## config.mk

```make
export PLATFORM = sky130hd
export DESIGN_NAME = uart_rx
export DESIGN_NICKNAME = d
export VERILOG_FILES = /design/src/common/uart_pkg.sv /design/src/uart/uart_rx.sv
export VERILOG_INCLUDE_DIRS = /design/src /design/src/common
export SDC_FILE = /design/constraint.sdc
export NUM_CORES = 1
export LEC_CHECK = 0
export BUFFER_PORTS_ARGS = -buffer_cell sky130_fd_sc_hd__buf_4
export CORE_MARGIN = 2
export CORE_UTILIZATION = 54
export DETAILED_ROUTE_END_ITERATION = 8
export GPL_TIMING_DRIVEN = 1
export PLACE_DENSITY_LB_ADDON = 0.15
export SLEW_MARGIN = 20
export SYNTH_ARGS = -nofsm -noshare
export SYNTH_HDL_FRONTEND = slang
export SYNTH_SLANG_ARGS = --single-unit
```

## constraint.sdc

```tcl
create_clock -name clk -period 1.7 [get_ports clk]
set_input_delay 0.34 -clock clk [delete_from_list [all_inputs] [get_ports clk]]
set_output_delay 0.34 -clock clk [all_outputs]
set_load 0.02 [all_outputs]
```

## src/common/ramio_settings.svh

```systemverilog
// build settings for the ramio adapter and its uart
// clocks per bit is kept small so simulation stays short, must be 4 or more
// the word ram index is 8 bits wide, so the depth may not exceed 256
// the three I/O addresses sit at the very top of the byte address space
`ifndef RAMIO_SETTINGS_SVH
`define RAMIO_SETTINGS_SVH

// uart bit period in clk cycles
// same value for transmitter and receiver
`define RAMIO_CLKS_PER_BIT 8

// number of 32-bit words in the on-chip ram
`define RAMIO_RAM_WORDS 256

// led register, write only with a byte store
`define RAMIO_ADDR_LED 32'hFFFF_FFFF

// uart transmit byte, byte access only
`define RAMIO_ADDR_UART_OUT (`RAMIO_ADDR_LED - 32'd1)

// uart receive byte, cleared when read
`define RAMIO_ADDR_UART_IN (`RAMIO_ADDR_LED - 32'd2)

`endif

```

## src/common/uart_pkg.sv

```systemverilog
// types for the 8N1 serial link
// no parity state and no framing error state exist
`default_nettype none

package uart_pkg;

  // one data byte on the line, sent lsb first
  typedef logic [7:0] uart_byte_t;

  // transmitter, done waits for go to fall
  typedef enum logic [2:0] {tx_idle, tx_start, tx_data, tx_stop, tx_done} tx_state_t;

  // receiver, hold keeps data_ready until the ack
  typedef enum logic [2:0] {rx_idle, rx_start, rx_data, rx_stop, rx_hold} rx_state_t;

endpackage

`default_nettype wire

```

## src/uart/uart_rx.sv

```systemverilog
// 8N1 serial receiver with two flop input sync
// bits are sampled at mid-bit, a start glitch shorter than half a bit is dropped
// no framing check, data_ready is held until go falls
`timescale 1ns/1ps
`default_nettype none
`include "ramio_settings.svh"

module uart_rx (
  input  logic                 clk,
  input  logic                 rst_n,
  input  logic                 rx,
  input  logic                 go,
  output uart_pkg::uart_byte_t data,
  output logic                 data_ready
);

  import uart_pkg::*;

  localparam int unsigned cw = $clog2(`RAMIO_CLKS_PER_BIT);
  localparam logic [cw-1:0] last_cnt = cw'(`RAMIO_CLKS_PER_BIT - 1);
  // one cycle is spent in idle finding the edge
  localparam logic [cw-1:0] half_cnt = cw'(`RAMIO_CLKS_PER_BIT / 2 - 1);

  logic       rx_meta;
  logic       rx_sync;
  rx_state_t  state;
  logic [cw-1:0] clk_cnt;
  logic [2:0] bit_idx;

  // line idles high
  always_ff @(posedge clk) begin
    if (!rst_n) begin
      rx_meta <= 1'b1;
      rx_sync <= 1'b1;
    end else begin
      rx_meta <= rx;
      rx_sync <= rx_meta;
    end
  end

  always_ff @(posedge clk) begin
    if (!rst_n) begin
      state      <= rx_idle;
      clk_cnt    <= '0;
      bit_idx    <= '0;
      data_ready <= 1'b0;
    end else begin
      clk_cnt <= clk_cnt + 1'b1;
      unique case (state)
        rx_idle: begin
          clk_cnt <= '0;
          // falling start edge
          if (!rx_sync) state <= rx_start;
        end
        rx_start: begin
          if (clk_cnt == half_cnt) begin
            clk_cnt <= '0;
            bit_idx <= '0;
            // still low at mid-bit, else a glitch
            state   <= rx_sync ? rx_idle : rx_data;
          end
        end
        rx_data: begin
          if (clk_cnt == last_cnt) begin
            clk_cnt <= '0;
            // lsb first, shift in from the top
            data    <= {rx_sync, data[7:1]};
            if (bit_idx == 3'd7) begin
              state <= rx_stop;
            end else begin
              bit_idx <= bit_idx + 1'b1;
            end
          end
        end
        rx_stop: begin
          // mid stop bit, line value is not checked
          if (clk_cnt == last_cnt) begin
            clk_cnt <= '0;
            state   <= rx_hold;
          end
        end
        rx_hold: begin
          clk_cnt <= '0;
          if (go) begin
            data_ready <= 1'b1;
          end else if (data_ready) begin
            // ack seen
            data_ready <= 1'b0;
            state      <= rx_idle;
          end
        end
        default: state <= rx_idle;
      endcase
    end
  end

endmodule

`default_nettype wire

```

==> impl_metrics.tcl, run 1 <==
set metrics [dict create \
    endpoint "bit_idx[0]$_SDFFE_PN0P_" \
    syn_area_per_cell_um2 11.5 \
    synth_seq_area_share_pct 50.5 \
    dr.pass1.iters 4 \
    netlist-cell-type-count 32 \
    hpwlAfterDp_um 1090 \
    gr-max-usage-layer "met2" \
    wl_per_cell_um 12.8 \
    clock_path_buffers 2 \
    hold_path_depth 2 \
    die-area_um2 2110 \
    fin_skew_ps 2.97 \
    path_clk_slew_ps 110 \
    netlist_area_um2 951 \
    synth_area_leaders "dfxtp_1, edfxtp_1, ha_1, mux2i_1, nand2_1" \
    syn-num-nets 92 \
    crit_arrival_ps 1770 \
    min_period_over_period_pct 91.7 \
    cts_buffers 3 \
    setup_violations 0 \
    stdcell_area_um2 1120 \
    yosysMostFrequentCell "dfxtp_1" \
    synthFlopType "dfxtp_1" \
    reg2reg_from "bit_idx[0]$_SDFFE_PN0P_" \
    start_kind "flop" \
    total_leakage_power_nw 0.453 \
    clkLatencyLatePin_ps 300 \
    crit_path_max_fanout 3 \
    rr_worst_depth 6 \
    drc_errors 0 \
    synth_edf_count 8 \
    cts.htree.levels 1 \
    placed_cell_area_um2 1070 \
    root_buffer "clkbuf_4" \
    track_usage_pct 17.3 \
    core_area_um2 1690 \
    crit_start "bit_idx[0]$_SDFFE_PN0P_" \
    fin_crit_ps 1560 \
    slew_headroom_pct 76.8 \
    grtUsageMet3_pct 4.76 \
    rows 15 \
    post-cts-setup-buffers 0 \
    syn2layout_area_growth_pct 18.2 \
    status "complete, no violations" \
    ys.warnings.count 0 \
    hold_path_class "in -> reg" \
    grt_pass1_wl_um 2560 \
    antenna_cells 0 \
    cts_resized 0 \
    crit_required_ps 1910 \
    grt_max_degree 15 \
    yosysTopAreaCellShare_pct 25.3 \
    p_per_area_nw_per_um2 821 \
    report.final.slew_viol_count 0 \
    synth-async-reset-ratio_pct 0 \
    cp_common_cell "ha_1" \
    crit_path_end_kind "flop" \
    tns_ps 0 \
    layout.nets 110 \
    rsz0062_at_grt "false" \
    ioPinCount 13 \
    use_met1_pct 21.7 \
    routed_via_density 5.56 \
    globalplace.congestion 0.703 \
    vias 650 \
    wirelength_um 1500 \
    tightest_slew_ps 348 \
    die-height_um 46.0 \
    synthCells 83 \
    synth_seq_cells 20 \
    fp.dieW_um 46.0 \
    antenna_left 0 \
    drive_above_1_share_pct 26.0 \
    start_util_pct 56.3 \
    grt_use_met2_pct 28.1 \
    drv_cap 0 \
    cpPeakStageDelay_ps 370 \
    cts_tree "yes" \
    crit_chain "ha_1, ha_1, and4bb_1, o21ai_1, mux2i_1, nor2b_1" \
    antenna_found_initial 0 \
    crit_slowest_cell "dfxtp_1" \
    crit_type "reg -> reg" \
    overflow 0 \
    timing_hold_violations_final 0 \
    ir_worst_vdd_mv 0.661 \
    grt_pass1_vias 612 \
    synth_common_cells "dfxtp_1, nand2_1, edfxtp_1" \
    synth_top_area_cell "dfxtp_1" \
    drt_iter0_markers 12 \
    cts_sinks 20 \
    r2r-end "bit_idx[0]$_SDFFE_PN0P_" \
    ctsHoldBuffers 0 \
    numPortBuffers 12 \
    reg2reg_slack_ps 140 \
    fmax_ghz 0.642 \
]
worst max-delay path, delay by kind of cell (launching register included):
family	cells	cell delay (ps)
flip-flops	1	370
adder cells (fa/ha/maj)	2	340
AND/OR/NAND/NOR	2	310
AO/OA/AOI/OAI	1	240
multiplexers	1	220
registers in the layout (all words and copies together) (netlist names):
register    flops
rx_sync         1
data            8
bit_idx         3
data_ready      1
rx_meta         1
clk_cnt         3
state           3
through the flow:
step	instances	power (mW)	util, %	hold slack (ps)	setup WS [ps]
after floorplan	83	0.538	-	386	273
after global placement	113	0.548	63.4	401	220
after detailed placement	113	0.549	63.4	403	157
after CTS	117	0.933	66.5	207	137
after global routing	117	0.956	66.5	212	13.5
final	117	0.923	66.5	214	141
cells by family after synthesis:
kind of cell	Yosys count	synth area share, %
XOR/XNOR	1	0.921
flip-flops	20	50.5
AO/OA/AOI/OAI	14	12.0
buffers and inverters	6	3.82
multiplexers	5	5.26
AND/OR/NAND/NOR	32	20.9
adder cells (fa/ha/maj)	5	6.58
where the power goes:
part	switching, mW	internal [mW]	total (mW)
Clock	0.147	0.238	0.385
Combinational	0.0153	0.0192	0.0345
Sequential	0.00399	0.499	0.503
worst min path at each step:
stage                  startpoint            endpoint  slack [ps]
2_1_floorplan  rx_meta$_SDFF_PN1_  rx_sync$_SDFF_PN1_         390
3_3_place_gp   rx_meta$_SDFF_PN1_  rx_sync$_SDFF_PN1_         400
3_5_place_dp   rx_meta$_SDFF_PN1_  rx_sync$_SDFF_PN1_         400
4_1_cts                        rx  rx_meta$_SDFF_PN1_         210
5_1_grt                        rx  rx_meta$_SDFF_PN1_         210
6_report                       rx  rx_meta$_SDFF_PN1_         210
routing by layer:
layer,vias to the layer above,wire (um)
li1,331,-
met1,304,715
met2,10,714
met3,5,45
met5,-,0
met4,0,27
layout make-up:
class                   count  area, um^2
clock inverters             1        30.0
flip-flops and latches     20         480
repair buffers             17         128
inverters                   2        7.51
multi-input cells          57         434
well taps                  17        21.3
clock buffers               3        22.5
fillers                   140         566
cells in the final DEF (no fill, tap or decap), types with 2 or more instances in the layout:
| master | count |
|---|---|
| edfxtp_1 | 8 |
| mux2i_1 | 5 |
| dfxtp_1 | 12 |
| o21ai_1 | 2 |
| nand2b_1 | 3 |
| a21boi_1 | 2 |
| a21oi_1 | 2 |
| buf_4 | 17 |
| ha_1 | 5 |
| o21ai_0 | 3 |
| nor2_1 | 3 |
| nand2_1 | 9 |
| clkbuf_4 | 3 |
| and2_1 | 2 |
| o2111ai_1 | 2 |
| nor2b_1 | 5 |
| nor3b_2 | 2 |
(Power assumes the default switching activity.)
==> run 2: changes to the inputs <==
--- a/config.mk
+++ b/config.mk
@@ -8,10 +8,12 @@
 export LEC_CHECK = 0
 export BUFFER_PORTS_ARGS = -buffer_cell sky130_fd_sc_hd__buf_4
 export CORE_MARGIN = 2
-export CORE_UTILIZATION = 54
+export CORE_UTILIZATION = 58
+export CTS_BUF_LIST = sky130_fd_sc_hd__clkbuf_4
 export DETAILED_ROUTE_END_ITERATION = 8
 export GPL_TIMING_DRIVEN = 1
 export PLACE_DENSITY_LB_ADDON = 0.15
+export SETUP_SLACK_MARGIN = 0.5
 export SLEW_MARGIN = 20
 export SYNTH_ARGS = -nofsm -noshare
 export SYNTH_HDL_FRONTEND = slang
==> impl_metrics.tcl, run 2 (synthesized netlist as in run 1, its figures left out) <==
set metrics [dict create \
    status "complete, no violations" \
    cts_sinks 20 \
    tns_ps 0 \
    routed_via_density 5.74 \
    start_util_pct 62.4 \
    drc_errors 0 \
    dpl_worst_slack_ps 234 \
    start_kind "flop" \
    hpwlAfterDp_um 1140 \
    crit_required_ps 1930 \
    tightest_slew_ps 276 \
    drt_iter0_markers 12 \
    timing_hold_violations_final 0 \
    fmax_ghz 0.719 \
    setup_ws_ps 310 \
    crit_start "bit_idx[0]$_SDFFE_PN0P_" \
    root_buffer "clkbuf_4" \
    die-area_um2 1980 \
    dp.cells 108 \
    crit_path_max_fanout 3 \
    dr.pass1.iters 4 \
    wirelength_um 1910 \
    crit_type "reg -> reg" \
    final.fill_count 83 \
    antenna_left 0 \
    layout_common_cells "buf_4, nand2_1, edfxtp_1, buf_6" \
    path_clk_slew_ps 120 \
    min_from "rx" \
    wl_per_cell_um 15.4 \
    total_leakage_power_nw 0.499 \
    crit_arrival_ps 1620 \
    top_register "data" \
    reg2reg_slack_ps 310 \
    hold_path_class "in -> reg" \
    clkLatencyLatePin_ps 300 \
    rows 14 \
    p_per_area_nw_per_um2 705 \
    fin_cells 124 \
    overflow 0 \
    largest_reg_flops 8 \
    cts_tree "yes" \
    vias 712 \
    rsz0062_at_grt "true" \
    globalplace.congestion 0.784 \
    slew_headroom_pct 81.5 \
    die-height_um 44.5 \
    clock_path_buffers 2 \
    grt_pass1_wl_um 2880 \
    min_period_over_period_pct 81.8 \
    cts.htree.levels 1 \
    syn2layout_area_growth_pct 37.8 \
    grt_max_degree 15 \
    core_area_um2 1520 \
    layout.nets 118 \
    layout_commonest_cell "buf_4" \
    report.final.slew_viol_count 0 \
    reg2reg_from "bit_idx[0]$_SDFFE_PN0P_" \
    setup_violations 0 \
    antenna_found_initial 0 \
    ctsHoldBuffers 0 \
    crit_path_end_kind "flop" \
    numPortBuffers 12 \
    ir_worst_vdd_mv 0.723 \
    drive_above_1_share_pct 47.2 \
    ioPinCount 13 \
    drv_cap 0 \
    fin_crit_ps 1390 \
    cts_buffers 3 \
    antenna_cells 0 \
    fp.dieW_um 44.5 \
    grt_pass1_vias 705 \
    track_usage_pct 20.2 \
    fin_skew_ps 4.13 \
]
==> run 2: per-layer routing <==
metal  wire, um  track usage, %
met5          0               0
met4         51            12.1
met3         54            3.67
met2        989            34.8
met1        817            23.0
==> run 2: cell type report <==
class	count	area [um^2]	share of cell area, %
flip-flops and latches	20	498	38.0
well taps	16	20.0	1.53
inverters	2	7.51	0.573
repair buffers	25	218	16.6
multi-input cells	57	514	39.3
clock inverters	1	30.0	2.29
clock buffers	3	22.5	1.72
==> run 2: final timing paths <==
path | to | cells after the start
min reg2reg | rx_sync$_SDFF_PN1_ | 1
min | rx_meta$_SDFF_PN1_ | 2
max reg2reg | state[1]$_SDFFE_PN0P_ | 6
max | state[1]$_SDFFE_PN0P_ | 6
==> run 2: report_power, final <==
part | internal, mW | total (mW) | switching (mW)
sequential | 0.496 | 0.504 | 0.00798
combinational | 0.0202 | 0.0345 | 0.0143
clock | 0.238 | 0.386 | 0.147
==> run 2: per-stage QoR <==
step	utilization [%]	instance area (um^2)	hold slack [ps]	total power, mW
floorplan	-	1000	386	0.539
global placement	71.3	1090	398	0.548
detailed placement	71.3	1090	403	0.550
CTS	80.5	1230	224	0.927
global route	86.0	1310	214	0.953
finish	86.0	1310	222	0.924
==> run 2: worst max-delay path, stage by stage, from the launching register on <==
cell       delay, ps
dfxtp_2          370
ha_4             140
ha_4             130
nor3b_2           50
a31oi_2          210
a2bb2oi_4        210
mux2i_1          210
==> run 2: repair_timing <==
action                                  4_1_cts  5_1_grt
setup buffers                                 8        4
gates resized for setup                       9       14
pin swaps                                     7        4
endpoints found under the setup margin       23       26
endpoints found under the hold margin         0        0
==> run 3: changes to the inputs <==
==> constraint.sdc (replaced) <==
create_clock -name clk -period 1.3 [get_ports clk]
set_input_delay 0.26 -clock clk [delete_from_list [all_inputs] [get_ports clk]]
set_output_delay 0.26 -clock clk [all_outputs]
set_load 0.02 [all_outputs]
==> impl_metrics.tcl, run 3 <==
set metrics [dict create \
    synth_area_leaders "dfxtp_1, edfxtp_1, ha_1, mux2i_1, nand2_1" \
    synth_edf_count 8 \
    synth_top_area_cell "dfxtp_1" \
    clock_path_buffers 2 \
    synth-async-reset-ratio_pct 0 \
    endpoint_type "sequential cell input" \
    cts.htree.levels 1 \
    numPortBuffers 12 \
    die-height_um 44.5 \
    hpwlAfterDp_um 1350 \
    grt_max_degree 15 \
    synth_common_cells "dfxtp_1, nand2_1, edfxtp_1" \
    start_util_pct 62.4 \
    synthCells 83 \
    error "[ERROR DPL-0033] detailed placement checks failed during check placement." \
    dp.cells 116 \
    ys.warnings.count 0 \
    syn_area_per_cell_um2 11.5 \
    cts_sinks 20 \
    yosysMostFrequentCell "dfxtp_1" \
    netlist-cell-type-count 32 \
    synth_seq_area_share_pct 50.5 \
    antenna_found_initial 0 \
    synthFlopType "dfxtp_1" \
    yosysTopAreaCellShare_pct 25.3 \
    synth_seq_cells 20 \
    status "aborted with a tool error" \
    stop_stage "global routing (5_1_grt)" \
    fp.dieW_um 44.5 \
    ioPinCount 13 \
    dpl_worst_slack_ps -115 \
    syn-num-nets 92 \
    rows 14 \
    placed_cell_area_um2 1210 \
    postGrtWorstEndpoint "bit_idx[0]$_SDFFE_PN0P_/D" \
    cts_buffers 3 \
    netlist_area_um2 951 \
    globalplace.congestion 0.826 \
    root_buffer "clkbuf_4" \
]
## run 3: cell counts after synthesis
Identical to the previous run, type by type.
## run 3: kinds of logic after synthesis
group / synth area share, %
AND/OR/NAND/NOR: 20.9
XOR/XNOR: 0.921
multiplexers: 5.26
AO/OA/AOI/OAI: 12.0
flip-flops: 50.5
adder cells (fa/ha/maj): 6.58
buffers and inverters: 3.82
## run 3: stage by stage
step           utilization [%]  hold slack [ps]
3_3_place_gp              79.6              397
4_1_cts                   88.8              130
2_1_floorplan                -              333
3_5_place_dp              79.6              437
## run 3: repair_timing
action / 4_1_cts
cloned: 0
pin swaps: 4
hold buffers: 0
setup buffers: 5
gates resized for setup: 17
endpoints found under the setup margin: 27
==> run 4: changes to the inputs <==
--- a/config.mk
+++ b/config.mk
@@ -7,13 +7,11 @@
 export NUM_CORES = 1
 export LEC_CHECK = 0
 export BUFFER_PORTS_ARGS = -buffer_cell sky130_fd_sc_hd__buf_4
-export CORE_MARGIN = 2
-export CORE_UTILIZATION = 58
-export CTS_BUF_LIST = sky130_fd_sc_hd__clkbuf_4
+export CORE_AREA = 2 2 63 65
 export DETAILED_ROUTE_END_ITERATION = 8
+export DIE_AREA = 0 0 65 67
 export GPL_TIMING_DRIVEN = 1
 export PLACE_DENSITY_LB_ADDON = 0.15
-export SETUP_SLACK_MARGIN = 0.5
 export SLEW_MARGIN = 20
 export SYNTH_ARGS = -nofsm -noshare
 export SYNTH_HDL_FRONTEND = slang
==> impl_metrics.tcl, run 4 (synthesized netlist as in run 1, its figures left out) <==
set metrics [dict create \
    crit_arrival_ps 1580 \
    clkPwrFrac_pct 46.3 \
    grt_pass1_vias 717 \
    layout_commonest_cell "buf_4" \
    slew_headroom_pct 82.5 \
    switching_power_mw 0.238 \
    tns_ps -613 \
    ioPinCount 13 \
    min_period_over_period_pct 110 \
    top_register "data" \
    drive_above_1_share_pct 43.6 \
    routed_via_density 4.32 \
    timing_hold_violations_final 0 \
    grt_max_degree 15 \
    crit_chain "ha_4, ha_4, and4bb_2, o21ai_4, buf_4, nand2_1, a21boi_2" \
    status "complete, but fails checks" \
    layout_common_cells "buf_4, dfxtp_1, nand2_1" \
    clock_path_buffers 2 \
    antenna_left 0 \
    intPower_mw 1.10 \
    start_util_pct 26.4 \
    drc_errors 0 \
    placed_cell_area_um2 1200 \
    antenna_found_initial 0 \
    cpPeakStageDelay_ps 350 \
    path_clk_slew_ps 70 \
    multi_input_area_um2 509 \
    fmax_ghz 0.701 \
    rsz0062_at_grt "true" \
    rows 22 \
    crit_family "simple AND/OR/NAND/NOR gates" \
    crit_slowest_cell "and4bb_2" \
    tightest_slew_ps 261 \
    seq_area_um2 483 \
    setup_ws_ps -127 \
    dr.pass1.iters 2 \
    numPortBuffers 12 \
    fin_cells 158 \
    syn2layout_area_growth_pct 40.3 \
    cts.htree.levels 1 \
    die-area_um2 4360 \
    fp.dieW_um 65 \
    antenna_cells 0 \
    final.fill_count 362 \
    track_usage_pct 9.92 \
    globalplace.congestion 0.728 \
    crit_type "reg -> reg" \
    root_buffer "clkbuf_8" \
    swShare_pct 17.8 \
    largest_reg_flops 8 \
    ir_worst_vdd_mv 0.379 \
    fin_crit_ps 1430 \
    post-route-util_pct 37.0 \
    wl_per_cell_um 11.2 \
    dp.cells 151 \
    comb_power_share_pct 4.4 \
    cts_sinks 20 \
    cts_tree "yes" \
    hold_path_class "in -> reg" \
    drv_cap 0 \
    violations "negative setup slack" \
    cts_buffers 3 \
    clkLatencyLatePin_ps 260 \
    hpwlAfterDp_um 1300 \
    crit_path_end_kind "flop" \
    cp_common_cell "ha_4" \
    die-height_um 67 \
    stdcell_area_um2 1330 \
    seqPwrFrac_pct 49.3 \
    p_per_area_nw_per_um2 1000 \
    start_kind "flop" \
    overflow 0 \
    total_leakage_power_nw 0.505 \
    layout.nets 120 \
    fin_skew_ps 2.98 \
    crit_path_max_fanout 3 \
    critPathBufInv 1 \
    dpl_worst_slack_ps -151 \
    vias 683 \
    core_area_um2 3610 \
    setup_violations 6 \
    grt_pass1_wl_um 3210 \
    crit_required_ps 1450 \
    wirelength_um 1770 \
    report.final.slew_viol_count 0 \
    drt_iter0_markers 18 \
]
## run 4: cell type report
type | instances | area share, %
Multi-Input combinational cell | 57 | 38.2
Sequential cell | 20 | 36.2
Timing Repair Buffer | 27 | 15.2
Tap cell | 48 | 4.50
Clock buffer | 3 | 3.10
Clock inverter | 1 | 2.25
Inverter | 2 | 0.563
## run 4: metrics by stage
step / hold WS [ps] / power (mW)
6_report: 179 / 1.34
5_1_grt: 177 / 1.39
4_1_cts: 172 / 1.36
3_5_place_dp: 398 / 0.729
3_3_place_gp: 397 / 0.728
2_1_floorplan: 333 / 0.705
## run 4: path summary, 6_finish.rpt
kind	start	end	slack (ps)	depth (start not counted)
min	rx	rx_meta$_SDFF_PN1_	180	2
max	bit_idx[1]$_SDFFE_PN0P_	bit_idx[2]$_SDFFE_PN0P_	-130	7
min reg2reg	rx_meta$_SDFF_PN1_	rx_sync$_SDFF_PN1_	410	1
max reg2reg	bit_idx[1]$_SDFFE_PN0P_	bit_idx[2]$_SDFFE_PN0P_	-130	7
## run 4: timing repair
item,in CTS,in global routing
buffers inserted,1,2
hold buffers,0,0
setup endpoints to repair,14,17
gates resized for setup,1,9
pin swaps,1,6
## run 4: power groups by stage
stage,logic [mW],clock network [mW],registers [mW]
after detailed placement,0.0563,0,0.673
final,0.0585,0.619,0.658
after global placement,0.0555,0,0.673
after CTS,0.0568,0.642,0.658
after floorplan,0.0345,0,0.670
after global routing,0.0651,0.663,0.659
## run 4: routing by layer
metal  vias up  GRT usage [%]  wire length (um)
li1        351              -                 -
met1       314           11.6               865
met2        13           16.4               796
met3         5           2.70                67
met4         0           5.59                43
met5         -              0                 0
