## src/common/ramio_settings.svh

```systemverilog
// build settings for the ramio adapter and its uart
// clocks per bit is kept small so simulation stays short, must be 4 or more
// the word ram index is 8 bits wide, so the depth may not exceed 256
// the three I/O addresses sit at the very top of the byte address space
`ifndef RAMIO_SETTINGS_SVH
`define RAMIO_SETTINGS_SVH

// uart bit period in clk cycles
// same value for transmitter and receiver
`define RAMIO_CLKS_PER_BIT 8

// number of 32-bit words in the on-chip ram
`define RAMIO_RAM_WORDS 256

// led register, write only with a byte store
`define RAMIO_ADDR_LED 32'hFFFF_FFFF

// uart transmit byte, byte access only
`define RAMIO_ADDR_UART_OUT (`RAMIO_ADDR_LED - 32'd1)

// uart receive byte, cleared when read
`define RAMIO_ADDR_UART_IN (`RAMIO_ADDR_LED - 32'd2)

`endif

```

## src/common/uart_pkg.sv

```systemverilog
// types for the 8N1 serial link
// no parity state and no framing error state exist
`default_nettype none

package uart_pkg;

  // one data byte on the line, sent lsb first
  typedef logic [7:0] uart_byte_t;

  // transmitter, done waits for go to fall
  typedef enum logic [2:0] {tx_idle, tx_start, tx_data, tx_stop, tx_done} tx_state_t;

  // receiver, hold keeps data_ready until the ack
  typedef enum logic [2:0] {rx_idle, rx_start, rx_data, rx_stop, rx_hold} rx_state_t;

endpackage

`default_nettype wire

```

## src/uart/uart_tx.sv

```systemverilog
// 8N1 serial transmitter, idle line is high
// bsy rises one cycle after go and falls when the stop bit ends
// go falling mid frame aborts it, a new go then sends from the start
`timescale 1ns/1ps
`default_nettype none
`include "ramio_settings.svh"

module uart_tx (
  input  logic                 clk,
  input  logic                 rst_n,
  input  uart_pkg::uart_byte_t data,
  input  logic                 go,
  output logic                 bsy,
  output logic                 tx
);

  import uart_pkg::*;

  localparam int unsigned cw = $clog2(`RAMIO_CLKS_PER_BIT);
  localparam logic [cw-1:0] last_cnt = cw'(`RAMIO_CLKS_PER_BIT - 1);

  tx_state_t  state;
  logic [cw-1:0] clk_cnt;
  logic [2:0] bit_idx;
  // byte taken at start, shifted out lsb first
  uart_byte_t shreg;
  logic       bit_end;

  assign bit_end = (clk_cnt == last_cnt);

  always_ff @(posedge clk) begin
    if (!rst_n) begin
      state   <= tx_idle;
      tx      <= 1'b1;
      bsy     <= 1'b0;
      clk_cnt <= '0;
      bit_idx <= '0;
    end else if (!go && state != tx_idle) begin
      // ack after done, or abort of a frame in flight
      state <= tx_idle;
      tx    <= 1'b1;
      bsy   <= 1'b0;
    end else begin
      clk_cnt <= bit_end ? '0 : clk_cnt + 1'b1;
      unique case (state)
        tx_idle: begin
          clk_cnt <= '0;
          if (go) begin
            shreg <= data;
            bsy   <= 1'b1;
            // start bit
            tx    <= 1'b0;
            state <= tx_start;
          end
        end
        tx_start: begin
          if (bit_end) begin
            tx      <= shreg[0];
            shreg   <= shreg >> 1;
            bit_idx <= '0;
            state   <= tx_data;
          end
        end
        tx_data: begin
          if (bit_end) begin
            if (bit_idx == 3'd7) begin
              // stop bit
              tx    <= 1'b1;
              state <= tx_stop;
            end else begin
              tx      <= shreg[0];
              shreg   <= shreg >> 1;
              bit_idx <= bit_idx + 1'b1;
            end
          end
        end
        tx_stop: begin
          if (bit_end) begin
            bsy   <= 1'b0;
            state <= tx_done;
          end
        end
        // left only through go falling
        tx_done: ;
        default: state <= tx_idle;
      endcase
    end
  end

endmodule

`default_nettype wire
```

## config.mk

```make
export PLATFORM = sky130hd
export DESIGN_NAME = uart_tx
export DESIGN_NICKNAME = d
export VERILOG_FILES = /design/src/common/uart_pkg.sv /design/src/uart/uart_tx.sv
export VERILOG_INCLUDE_DIRS = /design/src /design/src/common
export SDC_FILE = /design/constraint.sdc
export NUM_CORES = 1
export LEC_CHECK = 0
export BUFFER_PORTS_ARGS = -buffer_cell sky130_fd_sc_hd__buf_2
export CAP_MARGIN = 20
export CORE_MARGIN = 8
export CORE_UTILIZATION = 45
export DETAILED_ROUTE_END_ITERATION = 12
export PLACE_DENSITY_LB_ADDON = 0.12
export SLEW_MARGIN = 10
export SYNTH_ARGS = -nofsm -noshare
export SYNTH_HDL_FRONTEND = slang
export SYNTH_SLANG_ARGS = --single-unit
```

## constraint.sdc

```tcl
create_clock -name clk -period 3.5 [get_ports clk]
set_input_delay 0.35 -clock clk [delete_from_list [all_inputs] [get_ports clk]]
set_output_delay 0.35 -clock clk [all_outputs]
set_load 0.01 [all_outputs]
```

==> impl_metrics.py, run 1 <==
metrics = {
    "outcome": {
        "outcome": "completed",
    },
    "grt": {
        "antenna_found_initial": 0,
        "grt_pass1_vias": 633,
        "grt_max_degree": 15,
        "globalRouteTotalUtil": 0.08661,
        "gr-total-overflow": 0,
        "grt_pass1_wl_mm": 2.766,
    },
    "sta": {
        "worst_pin_slew_ns": 0.5460,
        "finalSetupTns_ns": 0,
        "hold_viol_final": 0,
        "slew_violations": 0,
        "hold_ws_ns": 0.3415,
        "fin_crit_ns": 1.908,
        "skew_ns": 0.007913,
        "slew_headroom": 0.6355,
        "setup_viol_count_final": 0,
        "fmax_mhz": 524.0,
        "fin_crit_sh": 0.5452,
        "rsz0062_at_grt": "false",
    },
    "synthesis": {
        "synth_top_cell_by_area": "edfxtp_1",
        "synth_area_um2": 993.5,
        "synthArstFlopShare": 0,
        "syn_avg_cell_area_um2": 11.55,
        "ys_seq_area_frac": 0.4635,
        "yosysTopAreaCellShare": 0.2418,
        "synth-edff-count": 8,
        "ys_types": 31,
        "ys.flop_type": "dfxtp_1",
        "synth_area_leaders": "edfxtp_1 (24%), dfxtp_1 (22%), mux2_1 (7.9%)",
        "ys_ff_latch": 19,
        "synth_fp_nets": 101,
        "syn-instance-count": 86,
        "yosysWarnings": 0,
    },
    "floorplan": {
        "core_area_um2": 2148,
        "std_cell_rows": 17,
        "fp.dieH_um": 62.99,
        "start_util": 0.4624,
        "io_pins": 13,
        "die-area_um2": 3967,
        "die_w_um": 62.99,
    },
    "final_layout": {
        "layout.nets": 115,
        "instances_no_fill": 127,
        "multi_input_area_um2": 493.0,
        "stdcell_area_um2": 1090,
        "diodes": 0,
        "drive_gt1_frac": 0.2424,
        "seqCellArea_um2": 460.4,
        "areaGrowthSynthToFinish_pct": 9.698,
        "nFillCells": 211,
    },
    "placed_design": {
        "globalplace.congestion": 0.6806,
        "portBuffers": 12,
        "dp.cells": 123,
        "hpwl_mm": 1.228,
        "place_area_um2": 1064,
    },
    "setup_path": {
        "critPathRequiredTime_ns": 3.50,
        "endpoint_kind": "register",
        "crit_path_max_fanout": 8,
        "critPathKind": "register to register",
        "r2r_cells": 7,
        "cp-start-kind": "register",
        "cp.arrival_ns": 1.91,
    },
    "clock_network": {
        "post-cts-setup-buffers": 0,
        "cts_buffer_depth": 2,
        "cts_hold_buffers": 0,
        "cts_resized": 0,
        "cts_sinks": 19,
        "cts_tree": "done",
        "numCtsBuffers": 3,
        "clockRootBuffer": "clkbuf_4",
        "cts.clk_slew.worst_paths_ns": 0.10,
        "worstSkewPairLatency_ns": 0.29,
        "cts_htree_levels": 1,
    },
    "min_path": {
        "hold_path_class": "input pin to register",
        "whs_path_depth": 2,
    },
    "drt": {
        "routedWlPerCell_um": 12.53,
        "ant_nets": 0,
        "drc_errors": 0,
        "routed_wl_mm": 1.591,
        "firstDrtPassIters": 3,
        "viasPerCell": 5.039,
        "vias": 640,
        "first_iter_violations": 5,
    },
    "flow_run": {
        "maxCapViolCount": 0,
    },
    "power": {
        "p_leak_uw": 0.0004229,
        "vdd_drop_max_mv": 0.1839,
        "power_density_nw_per_um2": 405.9,
    },
}
==> layout by cell type (no fill, tap or decap) <==
master	netlist	layout
o21ai_1	3	3
o2111ai_1	1	1
nor2_8	1	1
xnor2_2	1	1
nor3_2	1	1
nor3b_1	3	3
a211oi_1	3	3
mux2i_1	5	5
or3_1	1	1
nand2b_1	2	2
a21oi_1	1	1
buf_2	1	12
a2111oi_2	1	1
nor2_1	8	8
mux2_1	7	7
nor4b_2	1	1
o311ai_2	1	1
and2_1	2	2
buf_4	0	1
clkbuf_4	0	3
o22a_1	1	1
o21ai_2	1	1
dfxtp_1	11	11
o21ai_0	2	2
nand2_1	3	3
a21oi_2	1	1
nor2b_1	3	3
nand3_1	4	4
inv_1	2	2
edfxtp_1	8	8
ha_1	4	4
clkbuf_1	0	1
==> final timing paths <==
path	from	endpoint	slack, ns
worst min register to register	bit_idx[1]	bit_idx[1]	0.47
worst max register to register	clk_cnt[0]	shreg[5]	1.59
worst min-delay path	data[3]	shreg[3]	0.34
worst max-delay path	clk_cnt[0]	shreg[5]	1.59
==> area by class of cell <==
| type | instances | share of cell area |
|---|---|---|
| inverter | 2 | 0.006889 |
| tap | 28 | 0.03215 |
| clock buffer | 4 | 0.02411 |
| multi-input combinational | 61 | 0.4524 |
| timing repair buffer | 13 | 0.06200 |
| sequential | 19 | 0.4225 |
==> logic make-up (layout without fill, tap and decap cells) <==
kind of cell	after synthesis	in the layout	synth area share
mux	12	12	0.1297
flops	19	19	0.4635
compound gates	15	15	0.1196
xor+xnor	1	1	0.01638
simple gates	29	29	0.1801
fa+ha+maj	4	4	0.05038
buf+inv	6	19	0.04029
==> cells in the mapped netlist, types with 2 or more instances <==
| master | instances |
|---|---|
| dfxtp_1 | 11 |
| edfxtp_1 | 8 |
| nor2_1 | 8 |
| mux2_1 | 7 |
| mux2i_1 | 5 |
| ha_1 | 4 |
| nand3_1 | 4 |
| a211oi_1 | 3 |
| nand2_1 | 3 |
| nor2b_1 | 3 |
| nor3b_1 | 3 |
| o21ai_1 | 3 |
| and2_1 | 2 |
| buf_6 | 2 |
| inv_1 | 2 |
| nand2b_1 | 2 |
| o21ai_0 | 2 |
==> state kept, by name, indices dropped and copies added (netlist names) <==
| signal | cells |
|---|---|
| tx | 1 |
| state | 3 |
| shreg | 8 |
| bsy | 1 |
| clk_cnt | 3 |
| bit_idx | 3 |
==> stage by stage <==
stage | util | setup WS (ns) | power (uW)
floorplan | - | 1.349 | 324.4
global placement | 0.4951 | 1.681 | 340.4
detailed placement | 0.4951 | 1.600 | 342.6
CTS | 0.5073 | 1.559 | 451.3
global route | 0.5073 | 1.414 | 471.4
finish | 0.5073 | 1.592 | 442.3
==> power breakdown <==
group	total, uW	switching, uW	internal (uW)
registers	262	12.8	249
logic	74.1	36.0	38.1
clock network	106	62.2	44.2
==> routing by layer <==
metal / share of wire / vias up / global-route usage
met5: 0 / - / 0
met4: 0.013 / 0 / 0.05128
met3: 0.040 / 2 / 0.03405
met2: 0.46 / 5 / 0.1383
met1: 0.49 / 289 / 0.09450
li1: - / 344 / -
==> critical path, cell delays in order (launching register included) <==
cell and delay [ns]:
dfxtp_1 0.37, ha_1 0.16, ha_1 0.27, inv_1 0.06, o21ai_0 0.20, o311ai_2 0.16, a211oi_1 0.20, buf_4 0.21
(Power assumes the default switching activity.)
==> run 2: changes to the inputs <==
Settings changed: ABC_AREA from default to 1.
Clock period 3.5 ns to 1.7 ns, I/O delays scaled along.
==> run 2 against run 1 <==
Net effect: synthesized cell count up 48%; critical path depth up 2; clock power up 110%; utilization up 6.6 points; hold slack worse by 0.21 ns; cell area up 13%; critical path type unchanged; critical endpoint is now shreg[7].
==> impl_metrics.py, run 2 <==
metrics = {
    "synthesis": {
        "yosys.cell_count.top_type": "nand2_1",
        "syn-instance-count": 127,
        "synth-edff-count": 8,
        "ys.flop_type": "dfxtp_1",
        "ys_seq_area_frac": 0.4658,
        "yosysWarnings": 0,
        "synth_top_cell_by_area": "edfxtp_1",
        "ys_types": 21,
        "synthArstFlopShare": 0,
        "synth_area_um2": 988.4,
        "syn_avg_cell_area_um2": 7.783,
        "ys_ff_latch": 19,
        "synth.top_cells.by_count": "nand2_1 (49), nor2_1 (12), dfxtp_1 (11)",
        "synth_fp_nets": 142,
        "yosysTopAreaCellShare": 0.2430,
        "synth_area_leaders": "edfxtp_1 (24%), dfxtp_1 (22%), nand2_1 (19%)",
    },
    "placed_design": {
        "place_area_um2": 1149,
        "place_ws_ns": 0.008074,
        "globalplace.congestion": 0.8134,
        "portBuffers": 12,
        "hpwl_mm": 1.495,
    },
    "grt": {
        "globalRouteTotalUtil": 0.1080,
        "grt_max_degree": 12,
        "grt_pass1_vias": 859,
        "gr-total-overflow": 0,
        "antenna_found_initial": 0,
        "grt_pass1_wl_mm": 3.512,
    },
    "setup_path": {
        "critPathRequiredTime_ns": 1.73,
        "r2r_start": "clk_cnt[0]",
        "r2r_cells": 9,
        "endpoint_kind": "register",
        "ff2ff_setup_slack_ns": 0.09,
        "critPathKind": "register to register",
        "crit_end": "shreg[7]",
        "cp.arrival_ns": 1.63,
        "crit_path_max_fanout": 5,
        "crit_path_start": "clk_cnt[0]",
        "cp-start-kind": "register",
        "r2r_end": "shreg[7]",
    },
    "floorplan": {
        "start_util": 0.4601,
        "std_cell_rows": 17,
        "die-area_um2": 3952,
        "core_area_um2": 2148,
        "die_w_um": 62.87,
        "fp.dieH_um": 62.87,
        "io_pins": 13,
    },
    "clock_network": {
        "numCtsBuffers": 3,
        "cts.clk_slew.worst_paths_ns": 0.10,
        "cts_buffer_depth": 2,
        "worstSkewPairLatency_ns": 0.30,
        "cts_hold_buffers": 0,
        "cts_htree_levels": 1,
        "clockRootBuffer": "clkbuf_4",
        "cts_tree": "done",
        "cts_sinks": 19,
    },
    "drt": {
        "drc_errors": 0,
        "viasPerCell": 4.844,
        "wirelength_met1_um": 891,
        "ant_nets": 0,
        "routed_wl_mm": 2.012,
        "routedWlPerCell_um": 11.24,
        "wl_met2_um": 973,
        "highest_layer": "met4",
        "wl_met3_um": 113,
        "firstDrtPassIters": 4,
        "first_iter_violations": 25,
        "vias": 867,
    },
    "sta": {
        "worst_pin_slew_ns": 0.3733,
        "fin_ws_ns": 0.09196,
        "finalSetupTns_ns": 0,
        "rsz0062_at_grt": "false",
        "slew_headroom": 0.7485,
        "hold_ws_ns": 0.1349,
        "fmax_mhz": 621.9,
        "fin_crit_ns": 1.608,
        "setup_viol_count_final": 0,
        "fin_crit_sh": 0.9459,
        "skew_ns": 0.005693,
        "hold_viol_final": 0,
        "slew_violations": 0,
    },
    "power": {
        "power_density_nw_per_um2": 1405,
        "swShare": 0.3945,
        "p_switching_uw": 683.3,
        "vdd_drop_max_mv": 0.7117,
        "power_frac_comb": 0.463,
        "p_leak_uw": 0.0005565,
        "fin_total_pwr_uw": 1732,
        "seqPwrFrac": 0.408,
        "p_clk_frac": 0.129,
        "internal_power_uw": 1049,
    },
    "final_layout": {
        "final_common_cell": "nand2_1",
        "layout.nets": 167,
        "layout_common_cells": "nand2_1 (48), nor2_1 (12), buf_2 (12), inv_1 (8), edfxtp_1 (8)",
        "nFillCells": 220,
        "largest_register_ffs": 8,
        "drive_gt1_frac": 0.3113,
        "diodes": 0,
        "areaGrowthSynthToFinish_pct": 24.68,
        "largest_register": "shreg",
        "stdcell_area_um2": 1232,
    },
    "flow_run": {
        "maxCapViolCount": 0,
    },
    "outcome": {
        "outcome": "completed",
    },
    "min_path": {
        "hold_path_class": "input pin to register",
    },
}
## run 2: cell types whose count changed in the layout (fill, tap and decap cells not counted), sizes merged, moves of 3 or more
cell and delta:
mux2i -5, a211oi -3, nor2b -3, nand2 +50
a21oi +4, nand4 +3, nor2 +5, inv +10
o21ai -3, buf +8, mux2 -7
## run 2: what timing repair did
item	CTS	global route
endpoints found under the setup margin	8	8
buffers inserted	0	3
resized for setup	1	9
pin swaps	0	2
## run 2: final cells by class
| cell class | instances | area (um^2) | share of cell area |
|---|---|---|---|
| multi-input combinational | 95 | 521.8 | 0.4234 |
| sequential | 19 | 465.4 | 0.3777 |
| timing repair buffer | 21 | 135.1 | 0.1096 |
| inverter | 12 | 47.55 | 0.03858 |
| tap | 28 | 35.03 | 0.02843 |
| clock buffer | 3 | 22.52 | 0.01827 |
| clock inverter | 1 | 5.005 | 0.004061 |
## run 2: cell families (layout without fill, tap and decap cells)
family                     Yosys count  after routing  share of synthesized area
DFF                                 19             19                     0.4658
and+or+nand+nor                     80             80                     0.3684
buffers and inverters               13             37                    0.05696
adders and majority gates            4              4                    0.05063
AOI/OAI and AO/OA                   11             11                    0.05823
## run 2: worst min-delay path by stage
stage          cells after the start         end  slack, ns  startpoint
2_1_floorplan                      2  bit_idx[0]       0.29       rst_n
3_3_place_gp                       3    shreg[6]       0.44     data[6]
3_5_place_dp                       3    shreg[1]       0.44     data[1]
4_1_cts                            3    shreg[0]       0.13     data[0]
5_1_grt                            3    shreg[6]       0.12     data[6]
6_report                           3    shreg[6]       0.13     data[6]
## run 2: layer usage
layer | vias up | track usage
li1 | 459 | -
met1 | 389 | 0.1135
met2 | 15 | 0.1729
met3 | 4 | 0.05556
met4 | 0 | 0.05413
met5 | - | 0
## run 2: power by group through the flow
| stage | combinational [uW] | clock, uW | sequential [uW] |
|---|---|---|---|
| after floorplan | 552 | 0 | 707 |
| after global placement | 736 | 0 | 705 |
| after detailed placement | 754 | 0 | 704 |
| after CTS | 758 | 236 | 696 |
| after global routing | 926 | 259 | 723 |
| final | 803 | 223 | 707 |
## run 2: worst max-delay path, stage by stage (launching register included)
cell,delay (ns)
dfxtp_2,0.38
ha_4,0.14
ha_4,0.14
inv_4,0.04
nand3_2,0.06
o21ai_1,0.06
inv_1,0.08
nand2_2,0.07
nor3b_4,0.22
buf_6,0.15
## run 2: through the flow
step	instances	utilization
floorplan	127	-
global placement	172	0.5347
detailed placement	172	0.5347
CTS	176	0.5480
global route	179	0.5737
finish	179	0.5737
==> run 3: changes to the inputs <==
Settings changed: CTS_BUF_LIST from default to sky130_fd_sc_hd__clkbuf_16, TNS_END_PERCENT from default to 50.
==> run 3 against run 2 <==
Net effect: combinational power is essentially flat; hold slack better by 0.051 ns; power rose by 15%; setup slack is essentially flat; wire length fell by 0.65%; die area did not move; via count fell by 0.92%; non-clock buffer count did not move; cell area rose by 3.9%; clock-buffer cell count stayed put; sequential power hardly changed; critical path depth is the same; critical endpoint unchanged; largest power group unchanged; highest routed layer unchanged.
==> impl_metrics.py, run 3 (synthesis results as in run 2) <==
metrics = {
    "setup_path": {
        "critPathKind": "register to register",
        "path_cells": "ha_4, ha_4, inv_4, nand3_1, o21ai_1, inv_1, nand2_2, nor3b_4, buf_6",
        "endpoint_kind": "register",
        "critPathMaxStageDelay_ns": 0.35,
        "crit_top_cell": "ha_4",
        "cp-start-kind": "register",
        "slowest_stage": "dfxtp_2",
        "cp.arrival_ns": 1.58,
        "critPathRequiredTime_ns": 1.67,
        "crit_path_max_fanout": 5,
    },
    "drt": {
        "routed_wl_mm": 1.999,
        "firstDrtPassIters": 4,
        "wl_met2_um": 931,
        "wl_met3_um": 127,
        "viasPerCell": 4.799,
        "highest_layer": "met4",
        "ant_nets": 0,
        "routedWlPerCell_um": 11.17,
        "wirelength_met1_um": 899,
        "vias": 859,
        "first_iter_violations": 17,
        "drc_errors": 0,
    },
    "power": {
        "p_leak_uw": 0.0005786,
        "power_density_nw_per_um2": 1550,
        "fin_total_pwr_uw": 1984,
        "vdd_drop_max_mv": 0.9211,
    },
    "grt": {
        "grt_pass1_vias": 860,
        "globalRouteTotalUtil": 0.1117,
        "grt_pass1_wl_mm": 3.553,
        "grt_max_degree": 12,
        "antenna_found_initial": 0,
        "gr-total-overflow": 0,
    },
    "floorplan": {
        "io_pins": 13,
        "fp.dieH_um": 62.87,
        "die-area_um2": 3952,
        "core_area_um2": 2148,
        "std_cell_rows": 17,
        "die_w_um": 62.87,
        "start_util": 0.4601,
    },
    "clock_network": {
        "cts_hold_buffers": 0,
        "cts.clk_slew.worst_paths_ns": 0.05,
        "numCtsBuffers": 3,
        "cts_tree": "done",
        "cts_buffer_depth": 2,
        "clockRootBuffer": "clkbuf_16",
        "worstSkewPairLatency_ns": 0.25,
        "cts_htree_levels": 1,
        "cts_sinks": 19,
    },
    "final_layout": {
        "diodes": 0,
        "seqCellArea_um2": 465.4,
        "largest_register": "shreg",
        "multi_input_area_um2": 516.7,
        "stdcell_area_um2": 1280,
        "drive_gt1_frac": 0.3046,
        "layout_common_cells": "nand2_1 (48), nor2_1 (12), buf_2 (12), inv_1 (8), edfxtp_1 (8)",
        "largest_register_ffs": 8,
        "nFillCells": 213,
        "layout.nets": 167,
        "final_common_cell": "nand2_1",
        "areaGrowthSynthToFinish_pct": 29.49,
    },
    "placed_design": {
        "portBuffers": 12,
        "hpwl_mm": 1.495,
        "place_area_um2": 1149,
        "globalplace.congestion": 0.8134,
    },
    "sta": {
        "slew_violations": 0,
        "slew_headroom": 0.7200,
        "setup_viol_count_final": 0,
        "fmax_mhz": 622.0,
        "finalSetupTns_ns": 0,
        "fin_crit_sh": 0.9458,
        "hold_ws_ns": 0.1858,
        "hold_viol_final": 0,
        "worst_pin_slew_ns": 0.4156,
        "skew_ns": 0.002748,
        "fin_crit_ns": 1.608,
    },
    "flow_run": {
        "maxCapViolCount": 0,
    },
    "min_path": {
        "hold_path_class": "input pin to register",
    },
    "outcome": {
        "outcome": "completed",
    },
}
[run 3: cell counts in the layout (fill, tap and decap cells not counted)]
No cell type changed its count.
[run 3: final timing paths]
path	endpoint	depth (start not counted)	slack, ns	startpoint
setup / recovery	shreg[7]	9	0.09	clk_cnt[0]
hold / removal	shreg[6]	3	0.19	data[6]
setup reg to reg	shreg[7]	9	0.09	clk_cnt[0]
hold reg to reg	tx	2	0.47	tx
[run 3: timing repair]
action / 4_1_cts / 5_1_grt
buffers inserted: 0 / 3
setup endpoints to repair: 5 / 8
pin swaps: 0 / 3
resized for setup: 0 / 9
[run 3: power by group]
group          switching, uW  total, uW  leakage [uW]  internal (uW)
clock network            162        477     0.0000409            315
logic                    473        800      0.000371            327
registers               72.5        707      0.000166            634
total                    707       1980      0.000579           1280
[run 3: critical path, delay by kind of cell (launching register included)]
| family | cells | cell delay [ns] |
|---|---|---|
| and+or+nand+nor | 3 | 0.36 |
| DFF | 1 | 0.35 |
| adders and majority gates | 2 | 0.28 |
| buffers and inverters | 3 | 0.27 |
| AOI/OAI and AO/OA | 1 | 0.07 |
[run 3: layout make-up]
cell class / instances / area share
Clock buffer: 3 / 0.05865
Timing Repair Buffer: 21 / 0.1056
Sequential cell: 19 / 0.3636
Inverter: 12 / 0.03715
Multi-Input combinational cell: 95 / 0.4037
Clock inverter: 1 / 0.003910
Tap cell: 28 / 0.02737
[run 3: stage by stage]
step,std cells,util,setup WS [ns]
after detailed placement,172,0.5347,0.008074
after CTS,176,0.5719,-0.007929
after global placement,172,0.5347,0.05808
after global routing,179,0.5958,-0.0006647
final,179,0.5958,0.09216
after floorplan,127,-,0.0003864
[run 3: layer usage]
layer,up-vias,global-route usage
met5,-,0
met4,0,0.06268
li1,458,-
met3,5,0.05914
met1,380,0.1167
met2,16,0.1754
